`config.mk`:
```
export PLATFORM = sky130hd
export DESIGN_NAME = as_wb_top
export DESIGN_NICKNAME = d
export VERILOG_FILES = /design/src/hw/as_proto_pkg.sv /design/src/hw/wb_map_pkg.sv /design/src/hw/as_wb_bridge.sv /design/src/hw/wb_reg_bank.sv /design/src/hw/wb_resp_merge.sv /design/src/hw/as_wb_top.sv
export SDC_FILE = /design/constraint.sdc
export NUM_CORES = 2
export LEC_CHECK = 0
export ABC_AREA = 0
export BUFFER_PORTS_ARGS = -buffer_cell sky130_fd_sc_hd__clkbuf_2
export CAP_MARGIN = 40
export CORE_MARGIN = 4
export CORE_UTILIZATION = 30
export CTS_CLUSTER_DIAMETER = 30
export DETAILED_ROUTE_END_ITERATION = 16
export PLACE_DENSITY_LB_ADDON = 0.25
export REMOVE_ABC_BUFFERS = 1
export SYNTH_ARGS = -nofsm -noshare
export SYNTH_HDL_FRONTEND = slang
export SYNTH_SLANG_ARGS = --single-unit
```
`constraint.sdc`:
```
create_clock -name clk -period 4.05 [get_ports clk]
set_input_delay 0.2025 -clock clk [delete_from_list [all_inputs] [get_ports clk]]
set_output_delay 0.2025 -clock clk [all_outputs]
set_load 0.02 [all_outputs]
```
`src/hw/as_proto_pkg.sv`:
```
// Byte codes of the host stream protocol.
package as_proto_pkg;

  // Command bytes sent by the host.
  localparam logic [7:0] CMD_NOP   = 8'd0;   // No response.
  localparam logic [7:0] CMD_READ  = 8'd1;   // Followed by address low, address high.
  localparam logic [7:0] CMD_WRITE = 8'd2;   // Address low/high, then data low/high.
  localparam logic [7:0] CMD_PING  = 8'd8;

  // Response bytes returned to the host.
  // A read that succeeds adds data low and data high after RESP_ACK.
  localparam logic [7:0] RESP_ACK      = 8'd1;
  localparam logic [7:0] RESP_PING     = 8'd8;
  localparam logic [7:0] RESP_CMDERROR = 8'd253;  // Unknown command byte.
  localparam logic [7:0] RESP_BUSERROR = 8'd254;  // Bus cycle ended in err.

endpackage

```
`src/hw/wb_map_pkg.sv`:
```
// Wishbone address map of the register subsystem.
package wb_map_pkg;

  localparam int NUM_BANKS     = 4;
  localparam int REGS_PER_BANK = 16;   // Registers in each bank.

  localparam int ADDR_W   = 16;
  localparam int DATA_W   = 16;
  localparam int BANK_W   = 4;         // Upper address nibble.
  localparam int OFFSET_W = 12;        // Register offset inside a bank.

  // Split view of an address word.
  typedef struct packed {
    logic [BANK_W-1:0]   bank;
    logic [OFFSET_W-1:0] offset;
  } wb_addr_split_t;

  // One address word, seen either raw or as bank and offset.
  // The bridge fills the flat view byte by byte, the banks decode the split view.
  typedef union packed {
    logic [ADDR_W-1:0] flat;
    wb_addr_split_t    split;
  } wb_addr_u;

endpackage

```
`src/hw/as_wb_bridge.sv`:
```
`timescale 1ns/1ps

module as_wb_bridge (
  input  logic                            clk,
  input  logic                            reset,
  // Command stream from the host.
  input  logic [7:0]                      as_data_i,
  input  logic                            as_dstrb_i,
  output logic                            as_busy_o,
  // Response stream to the host.
  output logic [7:0]                      as_data_o,
  output logic                            as_dstrb_o,
  input  logic                            as_busy_i,
  // Wishbone master.
  output logic                            wb_cyc_o,
  output logic                            wb_stb_o,
  output logic                            wb_we_o,
  output wb_map_pkg::wb_addr_u            wb_adr_o,
  output logic [wb_map_pkg::DATA_W-1:0]   wb_dat_o,
  input  logic [wb_map_pkg::DATA_W-1:0]   wb_dat_i,
  input  logic                            wb_ack_i,
  input  logic                            wb_err_i
);
  import as_proto_pkg::*;
  import wb_map_pkg::*;

  localparam logic [1:0] ST_COMMAND  = 2'd0;
  localparam logic [1:0] ST_COLLECT  = 2'd1;
  localparam logic [1:0] ST_WAIT     = 2'd2;
  localparam logic [1:0] ST_RESPONSE = 2'd3;

  logic [1:0]        state;
  logic [1:0]        collect_cnt;
  logic              bus_strb;
  logic [7:0]        cmd_type;
  wb_addr_u          cmd_addr;
  logic [DATA_W-1:0] cmd_data;

  logic [7:0]        resp_code;
  logic [DATA_W-1:0] resp_data;
  logic              resp_long;    // Read ack carries two data bytes.

  logic              ser_active;
  logic [1:0]        ser_idx;
  logic [7:0]        ser_code;
  logic [DATA_W-1:0] ser_data;
  logic              ser_long;

  logic              byte_in;
  logic              byte_out;

  // Host may only send while parsing and nothing is in flight.
  assign as_busy_o = (state == ST_WAIT) || (state == ST_RESPONSE) || ser_active;
  assign byte_in   = as_dstrb_i && !as_busy_o;
  assign byte_out  = ser_active && !as_busy_i;

  always_ff @(posedge clk) begin
    bus_strb <= 1'b0;  // One-cycle strobe.
    if (reset) begin
      state       <= ST_COMMAND;
      collect_cnt <= 2'd0;
    end else begin
      case (state)
        ST_COMMAND: begin
          collect_cnt <= 2'd0;
          if (byte_in) begin
            cmd_type <= as_data_i;
            case (as_data_i)
              CMD_NOP: begin
              end
              CMD_READ, CMD_WRITE: begin
                state <= ST_COLLECT;
              end
              CMD_PING: begin
                resp_code <= RESP_PING;
                resp_long <= 1'b0;
                state     <= ST_RESPONSE;
              end
              default: begin
                resp_code <= RESP_CMDERROR;
                resp_long <= 1'b0;
                state     <= ST_RESPONSE;
              end
            endcase
          end
        end

        ST_COLLECT: begin
          if (byte_in) begin
            collect_cnt <= collect_cnt + 2'd1;
            case (collect_cnt)
              2'd0: cmd_addr.flat[7:0] <= as_data_i;
              2'd1: begin
                cmd_addr.flat[15:8] <= as_data_i;
                if (cmd_type == CMD_READ) begin
                  bus_strb <= 1'b1;
                  state    <= ST_WAIT;
                end
              end
              2'd2: cmd_data[7:0] <= as_data_i;
              default: begin
                cmd_data[15:8] <= as_data_i;
                bus_strb       <= 1'b1;
                state          <= ST_WAIT;
              end
            endcase
          end
        end

        ST_WAIT: begin
          // Error wins if both arrive together.
          if (wb_err_i) begin
            resp_code <= RESP_BUSERROR;
            resp_long <= 1'b0;
            state     <= ST_RESPONSE;
          end else if (wb_ack_i) begin
            resp_code <= RESP_ACK;
            resp_data <= wb_dat_i;
            resp_long <= (cmd_type == CMD_READ);
            state     <= ST_RESPONSE;
          end
        end

        default: begin
          if (!ser_active) begin
            state <= ST_COMMAND;  // Serializer takes the response now.
          end
        end
      endcase
    end
  end

  // Response serializer.
  always_ff @(posedge clk) begin
    if (reset) begin
      ser_active <= 1'b0;
      ser_idx    <= 2'd0;
    end else if (!ser_active) begin
      ser_idx <= 2'd0;
      if (state == ST_RESPONSE) begin
        ser_active <= 1'b1;
        ser_code   <= resp_code;
        ser_data   <= resp_data;
        ser_long   <= resp_long;
      end
    end else if (byte_out) begin
      ser_idx <= ser_idx + 2'd1;
      if (ser_idx == 2'd2 || (ser_idx == 2'd0 && !ser_long)) begin
        ser_active <= 1'b0;
      end
    end
  end

  always_comb begin
    case (ser_idx)
      2'd0:    as_data_o = ser_code;
      2'd1:    as_data_o = ser_data[7:0];    // Low byte first.
      default: as_data_o = ser_data[15:8];
    endcase
  end

  assign as_dstrb_o = ser_active;  // Held high under back-pressure.

  assign wb_cyc_o = bus_strb;
  assign wb_stb_o = bus_strb;
  assign wb_we_o  = (cmd_type == CMD_WRITE);
  assign wb_adr_o = cmd_addr;
  assign wb_dat_o = cmd_data;

endmodule

```
`src/hw/wb_reg_bank.sv`:
```
`timescale 1ns/1ps

module wb_reg_bank #(
  parameter int BANK_INDEX = 0
) (
  input  logic                          clk,
  input  logic                          reset,
  input  logic                          wb_stb_i,
  input  logic                          wb_we_i,
  input  wb_map_pkg::wb_addr_u          wb_adr_i,
  input  logic [wb_map_pkg::DATA_W-1:0] wb_dat_i,
  output logic                          bank_ack_o,
  output logic                          bank_err_o,
  output logic [wb_map_pkg::DATA_W-1:0] bank_dat_o
);
  import wb_map_pkg::*;

  logic [DATA_W-1:0] regs [REGS_PER_BANK];
  logic [DATA_W-1:0] rd_data;
  logic              hit;
  logic              in_range;
  logic [$clog2(REGS_PER_BANK)-1:0] idx;

  assign hit      = wb_stb_i && (int'(wb_adr_i.split.bank) == BANK_INDEX);
  assign in_range = int'(wb_adr_i.split.offset) < REGS_PER_BANK;
  assign idx      = wb_adr_i.split.offset[$clog2(REGS_PER_BANK)-1:0];

  always_ff @(posedge clk) begin
    if (reset) begin
      bank_ack_o <= 1'b0;
      bank_err_o <= 1'b0;
      rd_data    <= '0;
      for (int i = 0; i < REGS_PER_BANK; i++) begin
        regs[i] <= '0;
      end
    end else begin
      bank_ack_o <= hit && in_range;
      bank_err_o <= hit && !in_range;  // Offset past the last register.
      rd_data    <= '0;
      if (hit && in_range) begin
        rd_data <= regs[idx];
        if (wb_we_i) begin
          regs[idx] <= wb_dat_i;
        end
      end
    end
  end

  // Idle banks put zero on their lane so the merger can OR them.
  assign bank_dat_o = bank_ack_o ? rd_data : '0;

endmodule

```
`src/hw/wb_resp_merge.sv`:
```
`timescale 1ns/1ps

module wb_resp_merge (
  input  logic                                                wb_stb_i,
  input  wb_map_pkg::wb_addr_u                                wb_adr_i,
  input  logic [wb_map_pkg::NUM_BANKS-1:0]                    bank_ack_i,
  input  logic [wb_map_pkg::NUM_BANKS-1:0]                    bank_err_i,
  input  logic [wb_map_pkg::NUM_BANKS*wb_map_pkg::DATA_W-1:0] bank_dat_i,
  output logic                                                wb_ack_o,
  output logic                                                wb_err_o,
  output logic [wb_map_pkg::DATA_W-1:0]                       wb_dat_o
);
  import wb_map_pkg::*;

  logic unmapped;

  // No bank owns this range, so answer in the strobe cycle.
  assign unmapped = wb_stb_i && (int'(wb_adr_i.split.bank) >= NUM_BANKS);

  assign wb_ack_o = |bank_ack_i;
  assign wb_err_o = (|bank_err_i) || unmapped;

  always_comb begin
    wb_dat_o = '0;
    for (int i = 0; i < NUM_BANKS; i++) begin
      wb_dat_o = wb_dat_o | bank_dat_i[i*DATA_W +: DATA_W];
    end
  end

endmodule

```
`src/hw/as_wb_top.sv`:
```
`timescale 1ns/1ps

module as_wb_top (
  input  logic       clk,
  input  logic       reset,
  input  logic [7:0] as_data_i,
  input  logic       as_dstrb_i,
  output logic       as_busy_o,
  output logic [7:0] as_data_o,
  output logic       as_dstrb_o,
  input  logic       as_busy_i
);
  import wb_map_pkg::*;

  logic                        wb_cyc;
  logic                        wb_stb;
  logic                        bus_stb;
  logic                        wb_we;
  wb_addr_u                    wb_adr;
  logic [DATA_W-1:0]           wb_dat_w;
  logic [DATA_W-1:0]           wb_dat_r;
  logic                        wb_ack;
  logic                        wb_err;

  logic [NUM_BANKS-1:0]        bank_ack;
  logic [NUM_BANKS-1:0]        bank_err;
  logic [NUM_BANKS*DATA_W-1:0] bank_dat;

  assign bus_stb = wb_cyc && wb_stb;  // Banks only see a strobe inside a cycle.

  as_wb_bridge bridge_i (
    .clk        (clk),
    .reset      (reset),
    .as_data_i  (as_data_i),
    .as_dstrb_i (as_dstrb_i),
    .as_busy_o  (as_busy_o),
    .as_data_o  (as_data_o),
    .as_dstrb_o (as_dstrb_o),
    .as_busy_i  (as_busy_i),
    .wb_cyc_o   (wb_cyc),
    .wb_stb_o   (wb_stb),
    .wb_we_o    (wb_we),
    .wb_adr_o   (wb_adr),
    .wb_dat_o   (wb_dat_w),
    .wb_dat_i   (wb_dat_r),
    .wb_ack_i   (wb_ack),
    .wb_err_i   (wb_err)
  );

  for (genvar g = 0; g < NUM_BANKS; g++) begin : g_bank
    wb_reg_bank #(
      .BANK_INDEX (g)
    ) bank_i (
      .clk        (clk),
      .reset      (reset),
      .wb_stb_i   (bus_stb),
      .wb_we_i    (wb_we),
      .wb_adr_i   (wb_adr),
      .wb_dat_i   (wb_dat_w),
      .bank_ack_o (bank_ack[g]),
      .bank_err_o (bank_err[g]),
      .bank_dat_o (bank_dat[g*DATA_W +: DATA_W])
    );
  end

  wb_resp_merge merge_i (
    .wb_stb_i   (bus_stb),
    .wb_adr_i   (wb_adr),
    .bank_ack_i (bank_ack),
    .bank_err_i (bank_err),
    .bank_dat_i (bank_dat),
    .wb_ack_o   (wb_ack),
    .wb_err_o   (wb_err),
    .wb_dat_o   (wb_dat_r)
  );

endmodule

```
# --- Word-level counts from Yosys, hierarchy flattened ---
# Memories as Yosys holds them, arrays and structs flattened. A register that Yosys moved wholly into a read port is not among the register bits.
# Cells that the tools add are included.
op_classes:
  multipliers: 0
  n_eq_ne: 23
  n_reduce_logical: 57
  n_mux: 59
  shift: 0
  n_div: 0
  n_bitwise: 13
  magnitude_cmp: 2
  n_addsub: 2
ops:
  columns: ["op", "count"]
  rows:
  - ["16-bit 2-to-1 mux", 8]
  - ["16-bit OR reduction", 4]
  - ["16-bit bitwise OR", 3]
  - ["8-bit case mux with 2 select lines", 3]
  - ["1-bit 2-to-1 mux", 28]
  - ["8-bit 2-to-1 mux", 3]
  - ["4-bit AND reduction", 5]
  - ["8-bit by 1-bit equality test with 1-bit output, second input constant", 2]
  - ["8-bit by 2-bit equality test with 1-bit output, second input constant", 2]
  - ["1-bit logical AND", 16]
  - ["4-bit 2-to-1 mux", 4]
  - ["2-bit 2-to-1 mux", 7]
  - ["2-bit OR reduction", 7]
  - ["12-bit by 5-bit < comparator with 1-bit output, second input constant", 1]
  - ["2-bit case mux with 2 select lines", 3]
  - ["1-bit NOT", 10]
  - ["3-bit OR reduction", 3]
  - ["2-bit equality test, second input constant", 4]
  - ["4-bit by 3-bit equality test with 1-bit output, second input constant", 2]
  - ["8-bit by 4-bit equality test with 1-bit output, second input constant", 1]
  - ["8-bit logical NOT", 1]
  - ["4-bit OR reduction", 2]
  - ["7-bit AND reduction", 1]
  - ["2-bit by 1-bit equality test with 1-bit output, second input constant", 3]
  - ["18 further kinds", 33]
totals:
  output_inout_bits: 10
  elab_cells: 184
  romBits: 0
  register_bits: 106
  n_memories: 4
  ramBits: 1024
  latchBits: 0
  in_bits: 12
mem_list:
  columns: ["memory", "depth", "word_bits", "read_ports", "rd_ports_with_merged_regs", "write_ports", "line_no", "text"]
  rows:
  - ["g_bank[0].bank_i.regs", 16, 16, 1, 1, 16, "wb_reg_bank.sv:18", "logic [DATA_W-1:0] regs [REGS_PER_BANK];"]
  - ["g_bank[1].bank_i.regs", 16, 16, 1, 1, 16, "wb_reg_bank.sv:18", null]
  - ["g_bank[2].bank_i.regs", 16, 16, 1, 1, 16, "wb_reg_bank.sv:18", null]
  - ["g_bank[3].bank_i.regs", 16, 16, 1, 1, 16, "wb_reg_bank.sv:18", null]

# --- Depth between registers and ports, before layout ---
depth:
  ltp_word: 8
  depth_mapped: 9
  mapped_depth_nobuf: 7

# --- By module ---
# From an unflattened synthesis, not the netlist that was laid out.
hier_totals:
  cells_unflattened: 3301
  area_unflattened_um2: 53133.5
by_module_without_submodules:
  columns: ["module", "cells_each", "seq_area_each_um2", "area_each_um2", "instances"]
  rows:
  - ["wb_reg_bank (g_bank[2].bank_i)", 769, 8047.7, 12436.9, 1]
  - ["wb_reg_bank (g_bank[1].bank_i)", 770, 8047.7, 12415.7, 1]
  - ["wb_reg_bank (g_bank[0].bank_i)", 777, 8047.7, 12404.4, 1]
  - ["wb_reg_bank (g_bank[3].bank_i)", 770, 8047.7, 12378.1, 1]
  - ["as_wb_bridge", 194, 2622.5, 3349.5, 1]
  - ["wb_resp_merge", 20, 0.0, 142.6, 1]
  - ["as_wb_top", 1, 0.0, 6.3, 1]

# --- Worst setup path before layout ---
# OpenSTA, ideal clock, no wires.
synth_timing:
  kind: "reg2reg"
  start: "reg bridge_i.cmd_type[3]"
  end: "mem g_bank[0].bank_i.regs[1][0], enable pin"
  arrival_ps: 2481
  path_slack_ps: 1177
  required_ps: 3658
  setup_time_ps: 392
  path_stages_with_launch: 6
  n_path_buf: 1
  period_less_slack_ps: 2873
  path_cell_list: "edfxtp_1 or4_4 nor4b_4 nand3b_1 clkbuf_1 o21bai_1"
synth_rtl:
  columns: ["item", "line_no", "text"]
  rows:
  - ["from (decl)", "as_wb_bridge.sv:35", "logic [7:0] cmd_type;"]
  - ["from (signal assigned)", "as_wb_bridge.sv:67", "cmd_type <= as_data_i;"]
  - ["to (decl)", "wb_reg_bank.sv:18", null]

# --- Worst setup path after layout ---
layout_timing:
  start: "reg bridge_i.ser_idx[1]"
  end: "out as_data_o[5]"
layout_between:
  elab_chain_len: 2
  word_cells_on_any_way: 3
  classes_between: "1 x eq/ne; 1 x mux; 1 x reduce/logical"
layout_rtl:
  columns: ["item", "line_no", "text"]
  rows:
  - ["from (decl)", "as_wb_bridge.sv:44", "logic [1:0] ser_idx;"]
  - ["from (signal assigned)", "as_wb_bridge.sv:147", "ser_idx <= ser_idx + 2'd1;"]
  - ["2-bit by 1-bit equality test with 1-bit output / 2-bit logical NOT (equally long branches)", "as_wb_bridge.sv:155", "case (ser_idx)"]
  - ["8-bit case mux with 2 select lines *", "as_wb_bridge.sv:155", null]
  - ["to (decl)", "as_wb_top.sv:9", "output logic [7:0] as_data_o,"]
# Every way passes the cells marked *; elsewhere a longest branch is shown, timed or not.

==> qor.yml <==
chipWidth_um: 414.8
netlist_instances: 3228
worstSetupPathDepth: 5
max_freq_mhz: 308.5
final.setup.worst_slack_ns: 0.8090
worst_ep_arrival_time_ns: 3.04
placement_rows: 149
worst_ir_drop_vdd_mv: 0.4299
via_count_normalized_by_instance_count: 5.056
worst_ep_required_time_ns: 3.85
r2r.worst_path.cells: 8
globalRouteOverflowTotal: 0
dieHeight_um: 414.8
hold_path_depth: 2
final_layout_setup_total_negative_slack_ns: 0
fin_crit_sh: 0.8002
num-nets-final: 3437
seq_area_frac_synth: 0.7014
route.vias.total: 29425
clockBufferDepth: 4
first_pass_grt_wire_length_mm: 226.4
dp_hpwl_mm: 94.06
post-synth-top-area-fraction: 0.6691
synthesis.area_per_instance_um2: 15.38
seq_power_share: 0.365
post-route-util: 0.3809
cp-end-kind: "output pin"
crit_buf_inv: 2
ys.warnings.count: 0
start_util: 0.3015
port_buffers: 21
die_area_um2: 172000
wl_mm: 156.3
pwr_density_cell_nw_per_um2: 609.1
clkSinkCount: 1186
library_cell_occupying_the_most_area_in_the_post_synthesis_netlist: "sky130_fd_sc_hd__edfxtp_1"
synth_edf_count: 1106
cell_internal_pwr_uw: 30250
grt_start_max_net_pins: 129
ctsRootBufferMaster: "sky130_fd_sc_hd__clkbuf_16"
cp_cell_sequence: "inv_1 > ha_1 > nor2_1 > a221o_1 > clkbuf_2"
maxCapViolCount: 0
ys.flop_type: "sky130_fd_sc_hd__edfxtp_1"
timing.critical_path.from_type: "register"
max_stage_delay_ns: 0.68
wl_per_cell_um: 26.86
finalSetupViolations: 0
power.combinational.fraction: 0.038
pin_count: 22
synth_cell_type_count: 46
area_delta_synth_final_pct: 26.31
hp-class: "in -> reg"
worst-slew-pin-transition_ns: 0.9978
power_switching_share: 0.2078
design.core.area_um2: 164600
final_layout_size_suffix_gt1_frac: 0.2774
initial_antenna_violation_count: 3
worst_skew_pair.late_latency_ns: 0.89
timing_max_transition_violations_final: 0
setup.worst_path.class: "reg -> out"
cts_setup_buffers: 0
final-instance-count-excl-fill: 5820
minimum_clock_period_after_layout_ns: 3.241
drt-pass1-iter-count: 9
async_flop_share: 0
postSynthRegisterBits: 1186
ys_top_cells_by_area: "sky130_fd_sc_hd__edfxtp_1 67%, sky130_fd_sc_hd__mux4_2 15%, sky130_fd_sc_hd__nor2_1 7.6%, sky130_fd_sc_hd__dfxtp_1 3.2%, sky130_fd_sc_hd__and2_1 1.5%"
rsz0062_at_grt: "false"
max_slew_headroom: 0.3348
power.switching_uw: 7935
critPathMaxFanout: 9
master_of_the_slowest_instance_on_the_critical_path: "sky130_fd_sc_hd__nor2_1"
drt.antenna.violating_nets: 0
gpl.final_weighted_congestion: 0.8102
drt_iter0_markers: 3115
fin_worst_skew_ns: 0.06508
fillcell_total: 15214
gr-usage-all-layers: 0.1805
clock_transition_at_path_regs_ns: 0.04
path_delay_family: "simple AND/OR/NAND/NOR gates"
cts_tree: "done"
outcome: "completed"
first_global_vias: 30647
cts.htree.levels: 5
tritoncts.num_buffers: 296
synthesis.area_um2: 49640
power.share.clock: 0.597
post-place-ws_ns: 0.9469
placed_cells_incl_taps: 5294
drc: 0
static-leakage-power_uw: 0.02120
hold_viol: 0
Yosys cell counts (all sizes together), types with 6 or more instances:
library cell and n:
o21bai 57, nand2b 6, or2 7, dfxtp 80, inv 14, nand2 123
and2 116, edfxtp 1106, nor2 1003, ha 11, a22oi 35, clkbuf 162
mux4 320, nor3b 7, buf 124
final cells by class:
type                    instances  area, µm²  area share
clock buffers                 343       7815      0.1246
flip-flops and latches       1186      34810      0.5553
multi-input cells            1742      13890      0.2216
inverters                      14      52.55   0.0008382
repair buffers                174       1539     0.02455
clock inverters               171       1841     0.02936
diodes                          1      2.502  0.00003991
well taps                    2189       2739     0.04368
metal layers:
layer	wire length [µm]	share of wire	track usage	vias to the layer above
li1	-	-	-	12366
met1	66510	0.43	0.2502	15644
met2	74430	0.48	0.2847	1210
met3	11390	0.073	0.03709	205
met4	3986	0.026	0.05889	0
met5	0	0	0	-
power groups by stage:
stage / clock network, µW / registers [µW] / logic [µW]
global route: 23800 / 14000 / 1540
detailed placement: 0 / 14100 / 1480
finish: 22800 / 13900 / 1470
global placement: 0 / 14100 / 1470
CTS: 23100 / 13900 / 1500
floorplan: 0 / 14200 / 943
final timing paths:
| kind | start | to | slack, ns |
|---|---|---|---|
| max reg2reg | bridge_i.wb_adr_o[11] | g_bank[2].bank_i.regs[11][15] | 0.86 |
| min | as_data_i[7] | bridge_i.wb_dat_o[7] | 0.20 |
| min reg2reg | bridge_i.resp_data[5] | bridge_i.ser_data[5] | 0.40 |
| max | bridge_i.ser_idx[1] | as_data_o[5] | 0.81 |
sequential cells by signal, indices dropped and copies added, names as in the netlist:
signal / flops
bridge_i.resp_data: 16
bridge_i.wb_cyc_o: 1
bridge_i.as_dstrb_o: 1
bridge_i.resp_long: 1
bridge_i.wb_dat_o: 16
bridge_i.state: 2
bridge_i.wb_adr_o: 16
bridge_i.collect_cnt: 2
bridge_i.resp_code: 4
bridge_i.ser_data: 16
g_bank.bank_i.rd_data: 64
g_bank.bank_i.bank_err_o: 4
bridge_i.ser_long: 1
g_bank.bank_i.regs: 1024
g_bank.bank_i.bank_ack_o: 4
bridge_i.ser_idx: 2
bridge_i.ser_code: 4
bridge_i.cmd_type: 8
cells in the final DEF (no fill, tap or decap), types with 3 or more instances in the layout:
cell type,instances
sky130_fd_sc_hd__edfxtp_1,1106
sky130_fd_sc_hd__nor2_1,1002
sky130_fd_sc_hd__mux4_2,320
sky130_fd_sc_hd__clkbuf_16,305
sky130_fd_sc_hd__buf_4,123
sky130_fd_sc_hd__and2_1,116
sky130_fd_sc_hd__nand2_1,110
sky130_fd_sc_hd__dfxtp_1,80
sky130_fd_sc_hd__o21bai_2,57
sky130_fd_sc_hd__clkinv_2,55
sky130_fd_sc_hd__clkinv_1,42
sky130_fd_sc_hd__a22oi_1,35
sky130_fd_sc_hd__bufinv_16,35
sky130_fd_sc_hd__clkbuf_1,34
sky130_fd_sc_hd__clkbuf_2,21
sky130_fd_sc_hd__clkinvlp_4,19
sky130_fd_sc_hd__inv_1,13
sky130_fd_sc_hd__nand2_4,11
sky130_fd_sc_hd__ha_1,11
sky130_fd_sc_hd__dlygate4sd3_1,11
sky130_fd_sc_hd__buf_12,10
sky130_fd_sc_hd__or2_2,7
sky130_fd_sc_hd__inv_6,7
sky130_fd_sc_hd__clkinv_4,7
sky130_fd_sc_hd__nand2b_1,6
sky130_fd_sc_hd__buf_16,6
sky130_fd_sc_hd__a221o_1,5
sky130_fd_sc_hd__nor4_1,5
sky130_fd_sc_hd__nor3b_1,5
sky130_fd_sc_hd__a21o_1,4
sky130_fd_sc_hd__nor3_1,4
sky130_fd_sc_hd__a21oi_1,4
sky130_fd_sc_hd__clkbuf_8,4
sky130_fd_sc_hd__o21ai_0,3
sky130_fd_sc_hd__or3_1,3
sky130_fd_sc_hd__a211oi_1,3
sky130_fd_sc_hd__mux2i_1,3
sky130_fd_sc_hd__clkinv_8,3
cell families (layout without fill, tap and decap cells):
family          Yosys count  in the layout  synth area share
compound gates          118            118           0.01775
buf+inv                 300            702           0.02516
other cells               0              1                 0
mux                     323            323            0.1458
xor+xnor                  2              2         0.0003530
simple gates           1288           1288            0.1068
flops                  1186           1186            0.7014
fa+ha+maj                11             11          0.002773
per-stage QoR:
stage	total power [µW]	hold WS [ns]	area [µm²]
after detailed placement	15620	0.4054	52930
after global placement	15600	0.4017	52720
after global routing	39300	0.1898	62690
final	38190	0.1969	62700
after floorplan	15120	0.2749	48440
after CTS	38500	0.1435	62690
repair_timing:
action	in CTS	in global routing
gates resized for setup	0	0
hold buffers	11	0
hold endpoints to repair	50	0
No activity file was read; power rests on OpenSTA's default activity.
